$ cat src/common/commit_pkg.sv
// commit monitor shared definitions
// widths, port and counter counts, counter slots and the
// controller state encoding used across the commit-side blocks

`default_nettype none

package commit_pkg;

  // ------------------------------------------------
  // datapath widths and counts
  // ------------------------------------------------
  // virtual address width of a retired pc
  localparam int unsigned VLEN            = 39;
  localparam int unsigned NR_COMMIT_PORTS = 2;

  // counter bank geometry
  localparam int unsigned PERF_CNT_WIDTH  = 64;
  localparam int unsigned PERF_ADDR_WIDTH = 3;
  localparam int unsigned NR_PERF_CNT     = 5;

  // ------------------------------------------------
  // counter slots
  // ------------------------------------------------
  localparam logic [PERF_ADDR_WIDTH-1:0] PERF_CYCLE       = 3'd0;
  localparam logic [PERF_ADDR_WIDTH-1:0] PERF_INSTRET     = 3'd1;
  localparam logic [PERF_ADDR_WIDTH-1:0] PERF_EXCEPTION   = 3'd2;
  localparam logic [PERF_ADDR_WIDTH-1:0] PERF_MISPREDICT  = 3'd3;
  localparam logic [PERF_ADDR_WIDTH-1:0] PERF_FENCE_STALL = 3'd4;

  // default entries per trace queue
  localparam int unsigned TRACE_DEPTH = 4;

  // ------------------------------------------------
  // flush controller states
  // ------------------------------------------------
  typedef enum logic [0:0] {
    // no flush in flight
    CTRL_IDLE       = 1'b0,
    // fence issued, waiting on the data cache
    CTRL_WAIT_FLUSH = 1'b1
  } ctrl_state_t;

endpackage

`default_nettype wire

$ cat src/commit_ctrl.sv
// commit flush controller
// turns exceptions, eret, fence.i and fence into registered flush pulses
// and holds the data cache flush and the halt for the length of a fence

`timescale 1ns/100ps
`default_nettype none

module commit_ctrl (
  input  logic clk_i,
  input  logic rst_ni,
  input  logic ex_valid_i,
  input  logic eret_i,
  input  logic fence_i_i,
  input  logic fence_i,
  input  logic dcache_flush_ack_i,
  output logic flush_pipeline_o,
  output logic set_pc_o,
  output logic flush_icache_o,
  output logic flush_dcache_o,
  output logic halt_o
);

  commit_pkg::ctrl_state_t state_d, state_q;

  logic flush_pipeline_d, flush_pipeline_q;
  logic set_pc_d, set_pc_q;
  logic flush_icache_d, flush_icache_q;
  logic halt_d, halt_q;

  // ------------------------------------------------
  // next state and pulse decode
  // ------------------------------------------------
  always_comb begin
    state_d          = state_q;
    flush_pipeline_d = 1'b0;
    flush_icache_d   = 1'b0;

    unique case (state_q)
      commit_pkg::CTRL_IDLE: begin
        // any of these restarts fetch from a new pc
        if (ex_valid_i || eret_i || fence_i_i) begin
          flush_pipeline_d = 1'b1;
        end
        if (fence_i_i) begin
          flush_icache_d = 1'b1;
        end
        if (fence_i) begin
          state_d = commit_pkg::CTRL_WAIT_FLUSH;
        end
      end
      commit_pkg::CTRL_WAIT_FLUSH: begin
        // an exception still redirects, the fence keeps waiting
        if (ex_valid_i) begin
          flush_pipeline_d = 1'b1;
        end
        // cache done, release the halt and restart
        if (dcache_flush_ack_i) begin
          state_d          = commit_pkg::CTRL_IDLE;
          flush_pipeline_d = 1'b1;
        end
      end
      default: begin
        state_d = commit_pkg::CTRL_IDLE;
      end
    endcase

    set_pc_d = flush_pipeline_d;
    halt_d   = (state_d == commit_pkg::CTRL_WAIT_FLUSH);
  end

  always_ff @(posedge clk_i or negedge rst_ni) begin
    if (!rst_ni) begin
      state_q          <= commit_pkg::CTRL_IDLE;
      flush_pipeline_q <= 1'b0;
      set_pc_q         <= 1'b0;
      flush_icache_q   <= 1'b0;
      halt_q           <= 1'b0;
    end else begin
      state_q          <= state_d;
      flush_pipeline_q <= flush_pipeline_d;
      set_pc_q         <= set_pc_d;
      flush_icache_q   <= flush_icache_d;
      halt_q           <= halt_d;
    end
  end

  assign flush_pipeline_o = flush_pipeline_q;
  assign set_pc_o         = set_pc_q;
  assign flush_icache_o   = flush_icache_q;
  // dcache flush request is high for the whole wait state
  assign flush_dcache_o   = (state_q == commit_pkg::CTRL_WAIT_FLUSH);
  assign halt_o           = halt_q;

endmodule

`default_nettype wire

$ cat src/perf_counters.sv
// performance counter bank
// counts cycles, retirements, exceptions, mispredicts and fence stalls,
// with register-style read and write access from software

`timescale 1ns/100ps
`default_nettype none

module perf_counters #(
  parameter int unsigned Width = 64
) (
  input  logic                                     clk_i,
  input  logic                                     rst_ni,
  input  logic                                     debug_mode_i,
  input  logic [commit_pkg::NR_COMMIT_PORTS-1:0]   commit_ack_i,
  input  logic [commit_pkg::NR_COMMIT_PORTS-1:0]   commit_ex_valid_i,
  input  logic                                     branch_valid_i,
  input  logic                                     mispredict_i,
  input  logic                                     halt_i,
  input  logic [commit_pkg::PERF_ADDR_WIDTH-1:0]   perf_addr_i,
  input  logic                                     perf_we_i,
  input  logic [Width-1:0]                         perf_wdata_i,
  output logic [Width-1:0]                         perf_rdata_o
);

  localparam int unsigned EvW = $clog2(commit_pkg::NR_COMMIT_PORTS + 1);

  logic [Width-1:0] cnt_d [commit_pkg::NR_PERF_CNT];
  logic [Width-1:0] cnt_q [commit_pkg::NR_PERF_CNT];
  logic [EvW-1:0]   retire_cnt;
  logic [EvW-1:0]   ex_cnt;
  logic             addr_ok;

  assign addr_ok = (perf_addr_i < commit_pkg::NR_PERF_CNT);

  // per-cycle event counts across the commit ports
  always_comb begin
    retire_cnt = '0;
    ex_cnt     = '0;
    for (int unsigned i = 0; i < commit_pkg::NR_COMMIT_PORTS; i++) begin
      if (commit_ack_i[i] && !commit_ex_valid_i[i]) begin
        retire_cnt = retire_cnt + 1'b1;
      end
      if (commit_ack_i[i] && commit_ex_valid_i[i]) begin
        ex_cnt = ex_cnt + 1'b1;
      end
    end
  end

  // ------------------------------------------------
  // increment, then software write on top
  // ------------------------------------------------
  always_comb begin
    cnt_d = cnt_q;
    // frozen while the hart is halted in debug
    if (!debug_mode_i) begin
      cnt_d[commit_pkg::PERF_CYCLE]     = cnt_q[commit_pkg::PERF_CYCLE] + 1'b1;
      cnt_d[commit_pkg::PERF_INSTRET]   = cnt_q[commit_pkg::PERF_INSTRET] + Width'(retire_cnt);
      cnt_d[commit_pkg::PERF_EXCEPTION] = cnt_q[commit_pkg::PERF_EXCEPTION] + Width'(ex_cnt);
      if (branch_valid_i && mispredict_i) begin
        cnt_d[commit_pkg::PERF_MISPREDICT] = cnt_q[commit_pkg::PERF_MISPREDICT] + 1'b1;
      end
      if (halt_i) begin
        cnt_d[commit_pkg::PERF_FENCE_STALL] = cnt_q[commit_pkg::PERF_FENCE_STALL] + 1'b1;
      end
    end
    if (perf_we_i && addr_ok) begin
      cnt_d[perf_addr_i] = perf_wdata_i;
    end
  end

  always_ff @(posedge clk_i or negedge rst_ni) begin
    if (!rst_ni) begin
      for (int unsigned i = 0; i < commit_pkg::NR_PERF_CNT; i++) begin
        cnt_q[i] <= '0;
      end
    end else begin
      cnt_q <= cnt_d;
    end
  end

  // unmapped slots read as zero
  assign perf_rdata_o = addr_ok ? cnt_q[perf_addr_i] : '0;

endmodule

`default_nettype wire

$ cat src/trace/trace_fifo.sv
// retired-pc trace queue
// fixed-depth circular buffer with a sticky flag for dropped pushes

`timescale 1ns/100ps
`default_nettype none

module trace_fifo #(
  parameter int unsigned DataWidth = 39,
  parameter int unsigned Depth     = 4
) (
  input  logic                 clk_i,
  input  logic                 rst_ni,
  input  logic                 push_i,
  input  logic [DataWidth-1:0] data_i,
  input  logic                 pop_i,
  output logic [DataWidth-1:0] data_o,
  output logic                 empty_o,
  output logic                 overflow_o
);

  localparam int unsigned PtrW = (Depth > 1) ? $clog2(Depth) : 1;
  localparam int unsigned CntW = $clog2(Depth + 1);

  logic [DataWidth-1:0] mem_q [Depth];
  logic [PtrW-1:0]      wr_ptr_q, rd_ptr_q;
  logic [CntW-1:0]      count_q;
  logic                 full, push_ok, pop_ok;
  logic                 overflow_q;

  assign full    = (count_q == CntW'(Depth));
  assign empty_o = (count_q == '0);
  assign pop_ok  = pop_i && !empty_o;
  // a pop in the same cycle frees the slot
  assign push_ok = push_i && (!full || pop_ok);

  always_ff @(posedge clk_i or negedge rst_ni) begin
    if (!rst_ni) begin
      wr_ptr_q   <= '0;
      rd_ptr_q   <= '0;
      count_q    <= '0;
      overflow_q <= 1'b0;
    end else begin
      if (push_ok) begin
        wr_ptr_q <= (wr_ptr_q == PtrW'(Depth - 1)) ? '0 : wr_ptr_q + 1'b1;
      end
      if (pop_ok) begin
        rd_ptr_q <= (rd_ptr_q == PtrW'(Depth - 1)) ? '0 : rd_ptr_q + 1'b1;
      end
      if (push_ok && !pop_ok) begin
        count_q <= count_q + 1'b1;
      end else if (pop_ok && !push_ok) begin
        count_q <= count_q - 1'b1;
      end
      // dropped push, held until reset
      if (push_i && !push_ok) begin
        overflow_q <= 1'b1;
      end
    end
  end

  // storage
  always_ff @(posedge clk_i) begin
    if (push_ok) begin
      mem_q[wr_ptr_q] <= data_i;
    end
  end

  assign data_o     = mem_q[rd_ptr_q];
  assign overflow_o = overflow_q;

endmodule

`default_nettype wire

$ cat src/trace/rr_arbiter.sv
// round-robin arbiter for the trace queues
// grants one requester per cycle and registers the winning payload

`timescale 1ns/100ps
`default_nettype none

module rr_arbiter #(
  parameter int unsigned NumIn     = 2,
  parameter int unsigned DataWidth = 39
) (
  input  logic                            clk_i,
  input  logic                            rst_ni,
  input  logic [NumIn-1:0]                req_i,
  input  logic [NumIn-1:0][DataWidth-1:0] data_i,
  output logic [NumIn-1:0]                gnt_o,
  output logic                            valid_o,
  output logic [DataWidth-1:0]            data_o
);

  localparam int unsigned IdxW = (NumIn > 1) ? $clog2(NumIn) : 1;

  logic [IdxW-1:0]      last_q, win_idx;
  logic                 found;
  logic                 valid_q;
  logic [DataWidth-1:0] data_q;

  // search starts one past the last winner
  always_comb begin
    int unsigned cand;
    found   = 1'b0;
    win_idx = last_q;
    gnt_o   = '0;
    for (int unsigned i = 1; i <= NumIn; i++) begin
      cand = (int'(last_q) + i) % NumIn;
      if (!found && req_i[cand]) begin
        found   = 1'b1;
        win_idx = IdxW'(cand);
      end
    end
    if (found) begin
      gnt_o[win_idx] = 1'b1;
    end
  end

  always_ff @(posedge clk_i or negedge rst_ni) begin
    if (!rst_ni) begin
      last_q  <= '0;
      valid_q <= 1'b0;
    end else begin
      valid_q <= found;
      if (found) begin
        last_q <= win_idx;
      end
    end
  end

  always_ff @(posedge clk_i) begin
    if (found) begin
      data_q <= data_i[win_idx];
    end
  end

  assign valid_o = valid_q;
  assign data_o  = data_q;

endmodule

`default_nettype wire

$ cat src/commit_monitor.sv
// commit monitor top level
// joins the flush controller, the counter bank and the merged
// retired-pc trace of both commit ports

`timescale 1ns/100ps
`default_nettype none

module commit_monitor #(
  parameter int unsigned TraceDepth = commit_pkg::TRACE_DEPTH
) (
  input  logic                                                   clk_i,
  input  logic                                                   rst_ni,
  input  logic [commit_pkg::NR_COMMIT_PORTS-1:0]                 commit_ack_i,
  input  logic [commit_pkg::NR_COMMIT_PORTS-1:0][commit_pkg::VLEN-1:0] commit_pc_i,
  input  logic [commit_pkg::NR_COMMIT_PORTS-1:0]                 commit_ex_valid_i,
  input  logic                                                   eret_i,
  input  logic                                                   fence_i_i,
  input  logic                                                   fence_i,
  input  logic                                                   branch_valid_i,
  input  logic                                                   mispredict_i,
  input  logic                                                   debug_mode_i,
  input  logic                                                   flush_l1_i,
  input  logic                                                   dcache_flush_ack_i,
  input  logic [commit_pkg::PERF_ADDR_WIDTH-1:0]                 perf_addr_i,
  input  logic                                                   perf_we_i,
  input  logic [commit_pkg::PERF_CNT_WIDTH-1:0]                  perf_wdata_i,
  output logic                                                   flush_pipeline_o,
  output logic                                                   set_pc_o,
  output logic                                                   flush_icache_o,
  output logic                                                   dcache_flush_o,
  output logic                                                   halt_o,
  output logic                                                   flush_done_o,
  output logic [commit_pkg::PERF_CNT_WIDTH-1:0]                  perf_rdata_o,
  output logic                                                   trace_valid_o,
  output logic [commit_pkg::VLEN-1:0]                            trace_pc_o,
  output logic                                                   trace_overflow_o
);

  localparam int unsigned NrPorts = commit_pkg::NR_COMMIT_PORTS;

  logic [NrPorts-1:0]                       retire;
  logic                                     ex_valid;
  logic                                     flush_dcache;
  logic [NrPorts-1:0][commit_pkg::VLEN-1:0] fifo_data;
  logic [NrPorts-1:0]                       fifo_empty, fifo_pop, fifo_overflow;

  // retire without exception pushes a trace entry
  assign retire   = commit_ack_i & ~commit_ex_valid_i;
  assign ex_valid = |(commit_ack_i & commit_ex_valid_i);

  // ------------------------------------------------
  // flush control
  // ------------------------------------------------
  commit_ctrl i_commit_ctrl (
    .clk_i              ( clk_i              ),
    .rst_ni             ( rst_ni             ),
    .ex_valid_i         ( ex_valid           ),
    .eret_i             ( eret_i             ),
    .fence_i_i          ( fence_i_i          ),
    .fence_i            ( fence_i            ),
    .dcache_flush_ack_i ( dcache_flush_ack_i ),
    .flush_pipeline_o   ( flush_pipeline_o   ),
    .set_pc_o           ( set_pc_o           ),
    .flush_icache_o     ( flush_icache_o     ),
    .flush_dcache_o     ( flush_dcache       ),
    .halt_o             ( halt_o             )
  );

  // l1 flush from outside shares the cache acknowledge
  assign dcache_flush_o = flush_dcache | flush_l1_i;
  assign flush_done_o   = dcache_flush_ack_i;

  perf_counters #(
    .Width ( commit_pkg::PERF_CNT_WIDTH )
  ) i_perf_counters (
    .clk_i             ( clk_i             ),
    .rst_ni            ( rst_ni            ),
    .debug_mode_i      ( debug_mode_i      ),
    .commit_ack_i      ( commit_ack_i      ),
    .commit_ex_valid_i ( commit_ex_valid_i ),
    .branch_valid_i    ( branch_valid_i    ),
    .mispredict_i      ( mispredict_i      ),
    .halt_i            ( halt_o            ),
    .perf_addr_i       ( perf_addr_i       ),
    .perf_we_i         ( perf_we_i         ),
    .perf_wdata_i      ( perf_wdata_i      ),
    .perf_rdata_o      ( perf_rdata_o      )
  );

  // ------------------------------------------------
  // retired-pc trace
  // ------------------------------------------------
  for (genvar i = 0; i < NrPorts; i++) begin : gen_trace_fifo
    trace_fifo #(
      .DataWidth ( commit_pkg::VLEN ),
      .Depth     ( TraceDepth       )
    ) i_trace_fifo (
      .clk_i      ( clk_i            ),
      .rst_ni     ( rst_ni           ),
      .push_i     ( retire[i]        ),
      .data_i     ( commit_pc_i[i]   ),
      .pop_i      ( fifo_pop[i]      ),
      .data_o     ( fifo_data[i]     ),
      .empty_o    ( fifo_empty[i]    ),
      .overflow_o ( fifo_overflow[i] )
    );
  end

  rr_arbiter #(
    .NumIn     ( NrPorts          ),
    .DataWidth ( commit_pkg::VLEN )
  ) i_rr_arbiter (
    .clk_i   ( clk_i         ),
    .rst_ni  ( rst_ni        ),
    .req_i   ( ~fifo_empty   ),
    .data_i  ( fifo_data     ),
    .gnt_o   ( fifo_pop      ),
    .valid_o ( trace_valid_o ),
    .data_o  ( trace_pc_o    )
  );

  assign trace_overflow_o = |fifo_overflow;

endmodule

`default_nettype wire

$ cat config.mk
export PLATFORM = sky130hd
export DESIGN_NAME = commit_monitor
export DESIGN_NICKNAME = d
export VERILOG_FILES = /design/src/common/commit_pkg.sv /design/src/commit_ctrl.sv /design/src/perf_counters.sv /design/src/trace/trace_fifo.sv /design/src/trace/rr_arbiter.sv /design/src/commit_monitor.sv
export SDC_FILE = /design/constraint.sdc
export NUM_CORES = 1
export LEC_CHECK = 0
export BUFFER_PORTS_ARGS = -buffer_cell sky130_fd_sc_hd__buf_2
export CORE_MARGIN = 2
export CORE_UTILIZATION = 61
export CTS_CLUSTER_SIZE = 16
export DETAILED_ROUTE_END_ITERATION = 8
export PLACE_DENSITY = 0.81
export SYNTH_ARGS = -nofsm -noshare
export SYNTH_HDL_FRONTEND = slang
export SYNTH_SLANG_ARGS = --single-unit
$ cat constraint.sdc
create_clock -name clk_i -period 3.5 [get_ports clk_i]
set_input_delay 0.7 -clock clk_i [delete_from_list [all_inputs] [get_ports clk_i]]
set_output_delay 0.7 -clock clk_i [all_outputs]
set_load 0.05 [all_outputs]
==> impl_metrics.py <==
metrics = {
    "grt": {
        "grtUsageMet2_pct": 56.72,
        "antenna_found_initial": 15,
        "grt_pass1_vias": 25620,
        "grt_use_total_pct": 34.23,
        "grt_first_pass_wirelength_mm": 150.0,
        "grtUsageMet1_pct": 43.43,
        "overflow": 0,
        "grt_max_degree": 87,
        "grtUsageMet3_pct": 6.531,
        "grt_busiest_layer": "met2",
    },
    "sta": {
        "tightest_slew_ns": 1.208,
        "rsz0062_at_grt": "no",
        "tns_ns": 0,
        "relSlewSlack_pct": 19.50,
        "final.setup.worst_slack_ns": 0.3203,
        "fmax_ghz": 0.3145,
        "setup_viol_count_final": 0,
        "slew_viol_final": 0,
        "finClkSkew_ns": 0.04681,
        "layout_min_cycle_time_ns": 3.180,
        "period_share_pct": 90.85,
        "hold_violations": 0,
    },
    "yosys": {
        "synthXorXnorAreaFrac_pct": 7.993,
        "syn_inst": 2997,
        "syn_area_mm2": 0.03419,
        "async_flop_share_pct": 49.28,
        "synth_compound_area_share_pct": 7.847,
        "synth_top_family_by_area": "simple AND/OR/NAND/NOR gates",
        "syn_nets": 3183,
        "synth_mux_area_share_pct": 8.696,
        "synth_cell_type_count": 67,
        "avgSynthCellArea_um2": 11.41,
        "synth-seq-area-share_pct": 55.79,
        "synth-edff-count": 351,
        "yosysWarnings": 0,
        "synth_seq_cells": 692,
        "synthSimpleGateAreaFrac_pct": 16.18,
        "yosys-top-cells-area": "edfxtp_1 (31%), dfrtp_1 (25%), xnor2_1 (5.1%)",
        "synth_largest_area_cell": "edfxtp_1",
        "synth_fa_ha_area_share_pct": 1.039,
        "yosysTopAreaCellShare_pct": 30.83,
        "synthFlopType": "edfxtp_1",
    },
    "critical_path": {
        "worst-path-max-fanout": 65,
        "slowest_stage": "buf_12",
        "critPathMaxStageDelay_ns": 0.32,
        "cpLargestDelayFamily": "buffers and inverters",
        "crit_chain": "buf_4, nor3b_2, buf_12, nand2_1, o21ai_0, a221o_1, buf_2",
        "r2r_end": "gen_trace_fifo[1].i_trace_fifo.count_q[1]",
        "crit_required_ns": 2.80,
        "crit_path_end_kind": "output pin",
        "r2r-start": "gen_trace_fifo[1].i_trace_fifo.count_q[0]",
        "critical_path_class": "input pin to output pin",
        "critPathBufInv": 3,
        "reg2reg_slack_ns": 0.38,
        "reg2regPathDepth": 9,
        "start_kind": "input pin",
        "arrival_ns": 2.48,
    },
    "cells_and_area": {
        "area_growth_pct": 14.83,
        "final_cell_count_no_fill": 4069,
        "fill_cells": 3736,
        "drive_gt1_share_pct": 19.70,
        "final_nets": 3440,
    },
    "power_and_ir_drop": {
        "p_leak_nw": 14.64,
        "clkPwrFrac_pct": 28.5,
        "pwr-share-comb_pct": 28.0,
        "p_int_mw": 18.16,
        "ir_drop_v": 0.0006467,
        "power.density_mw_per_mm2": 711.4,
        "power_frac_seq_pct": 43.5,
        "switching_share_pct": 34.98,
        "switching_power_mw": 9.769,
    },
    "clock_network": {
        "clock-sinks": 692,
        "post_cts.repair.setup_buffers": 0,
        "post_cts_resized": 0,
        "cts-root-buf": "clkbuf_16",
        "path_clk_slew_ns": 0.06,
        "cts_tree": "yes",
        "cts_buffer_depth": 3,
        "cts_hold_buf": 0,
        "htreeDepth": 3,
        "cts_made_buffers": 73,
        "clk_latency_ns": 0.66,
    },
    "floorplan": {
        "core_mm2": 0.05520,
        "die-area_mm2": 0.05795,
        "die_h_um": 240.7,
        "io_pins": 271,
        "initial_core_util_pct": 61.93,
        "rows": 86,
        "die_w_um": 240.7,
    },
    "drt": {
        "vias_per_cell": 6.372,
        "post-route-drc-count": 0,
        "vias": 25930,
        "drt-initial-drc-count": 3041,
        "dr.pass1.iters": 5,
        "post_drt_wl_per_cell_um": 24.17,
        "wl_mm": 98.36,
        "ant_nets": 0,
    },
    "placed_design": {
        "port_buffers": 270,
        "place.gp.congestion": 0.9536,
        "hpwl_mm": 66.51,
        "pre_cts_slack_ns": -0.05638,
        "placed_cells": 3927,
    },
    "hold_path": {
        "hold_path.class": "input pin to asynchronous set/reset pin",
    },
    "status": {
        "status": "finished clean",
    },
    "flow_run": {
        "maxCapViolCount": 0,
    },
}
## cell families (layout without fill, tap and decap cells)
logic type / Yosys count / count (layout)
and+or+nand+nor: 1094 / 1094
DFF: 692 / 692
AOI/OAI and AO/OA: 466 / 466
xor gates and xnor gates: 312 / 312
buffers and inverters: 214 / 527
muxes: 193 / 193
adders and majority gates: 26 / 26
other: 0 / 11
## worst reg2reg max path: stages, from the launching register on
cell and delay, ns:
dfrtp_1 0.44, nor3_1 0.34, nor2_1 0.15, or2_1 0.35
or4b_4 0.56, and2_4 0.21, ha_1 0.21, inv_1 0.07
fa_1 0.40, mux2_2 0.28
## per-stage QoR
step / util, % / hold WS (ns) / area, um^2 / total power, mW
2_1_floorplan: - / 0.4044 / 34190 / 17.44
3_3_place_gp: 66.54 / 0.4497 / 36730 / 19.48
3_5_place_dp: 66.54 / 0.4593 / 36730 / 19.88
4_1_cts: 71.06 / 0.1242 / 39230 / 27.94
5_1_grt: 71.08 / 0.1576 / 39240 / 28.98
6_report: 71.11 / 0.09815 / 39260 / 27.93
## Yosys cell counts (5+ instances only)
master	number
and3_1	47
dfrtp_1	341
nor4_4	7
nand3_2	5
mux2_2	44
mux2i_1	69
nand4_2	5
or2_2	8
a221o_1	63
nor3_1	87
or3_1	9
nor2b_1	8
nand2_1	308
nor4_1	35
o21ai_0	178
edfxtp_1	351
and4_1	17
nand4_1	78
clkbuf_1	119
a31oi_1	7
nor4_2	6
xnor2_1	201
buf_2	13
nor3b_1	6
ha_1	22
buf_1	23
and2_1	8
nand3_1	110
xor2_1	111
a21oi_1	204
nor3_2	7
inv_1	55
mux4_2	78
o21ai_1	6
nor2_1	304
## how the worst max path moves through the flow
| stage | cells past startpoint | start | slack (ns) | endpoint |
|---|---|---|---|---|
| after floorplan | 7 | perf_addr_i[0] | 0.13 | perf_rdata_o[63] |
| after global routing | 9 | gen_trace_fifo[1].i_trace_fifo.count_q[0] | 0.27 | gen_trace_fifo[1].i_trace_fifo.count_q[1] |
| after global placement | 15 | commit_ack_i[1] | 0.03 | i_perf_counters.cnt_q[156] |
| after detailed placement | 14 | commit_ack_i[1] | -0.06 | i_perf_counters.cnt_q[188] |
| final | 7 | perf_addr_i[0] | 0.32 | perf_rdata_o[4] |
| after CTS | 6 | perf_addr_i[0] | 0.39 | perf_rdata_o[24] |
## routing by layer
| metal | share of wire [%] | wire length (um) |
|---|---|---|
| met5 | 0.044 | 43 |
| met4 | 4.9 | 4858 |
| met3 | 9.0 | 8826 |
| met2 | 49 | 48010 |
| met1 | 37 | 36620 |
## layout make-up
| class | count | area (um^2) | area share (%) |
|---|---|---|---|
| timing repair buffer | 341 | 2175 | 5.540 |
| inverter | 55 | 206.4 | 0.5259 |
| multi-input combinational | 2091 | 14340 | 36.52 |
| sequential | 692 | 19080 | 48.60 |
| tap | 748 | 935.9 | 2.384 |
| antenna | 11 | 27.53 | 0.07012 |
| clock buffer | 97 | 2049 | 5.221 |
| clock inverter | 34 | 446.7 | 1.138 |
## power groups by stage
stage               Sequential, mW  Combinational [mW]  Clock, mW
floorplan                     12.5                4.99          0
global placement              12.1                7.39          0
detailed placement            12.2                7.67          0
CTS                           12.1                7.80       8.02
global route                  12.3                8.31       8.32
finish                        12.2                7.81       7.96
## registers in the layout (all words and copies together), names as in the netlist
signal and flops:
i_rr_arbiter.last_q 1, gen_trace_fifo.i_trace_fifo.wr_ptr_q 4, gen_trace_fifo.i_trace_fifo.rd_ptr_q 4, i_perf_counters.cnt_q 320, i_commit_ctrl.flush_pipeline_o 1, i_rr_arbiter.data_o 39, i_commit_ctrl.flush_icache_o 1, gen_trace_fifo.i_trace_fifo.count_q 6
i_commit_ctrl.flush_dcache_o 1, gen_trace_fifo.i_trace_fifo.mem_q 312, i_rr_arbiter.valid_o 1, gen_trace_fifo.i_trace_fifo.overflow_o 2
## layout by cell type (no fill, tap or decap), types with 8 or more instances in the layout
master     netlist  layout
a21oi_1        204     204
a221o_1         63      63
and3_1          47      43
and3_2           4       8
and4_1          17      17
buf_12           0      21
buf_2           13     262
buf_4            3      57
clkbuf_1       119      13
clkbuf_16        0      75
clkbuf_8         0       9
clkinv_1         0       9
clkinv_2         0      10
dfrtp_1        341     338
diode_2          0      11
edfxtp_1       351     351
ha_1            22      22
inv_1           55      55
mux2_2          44      44
mux2i_1         69      69
mux4_2          78      78
nand2_1        308     305
nand3_1        110     109
nand4_1         78      78
nor2_1         304     303
nor2b_1          8       8
nor3_1          87      86
nor3_2           7       8
nor4_1          35      35
o21ai_0        178     178
or2_2            8       8
or3_1            9       9
xnor2_1        201     201
xor2_1         111     111
No activity file was read; power rests on OpenSTA's default activity.
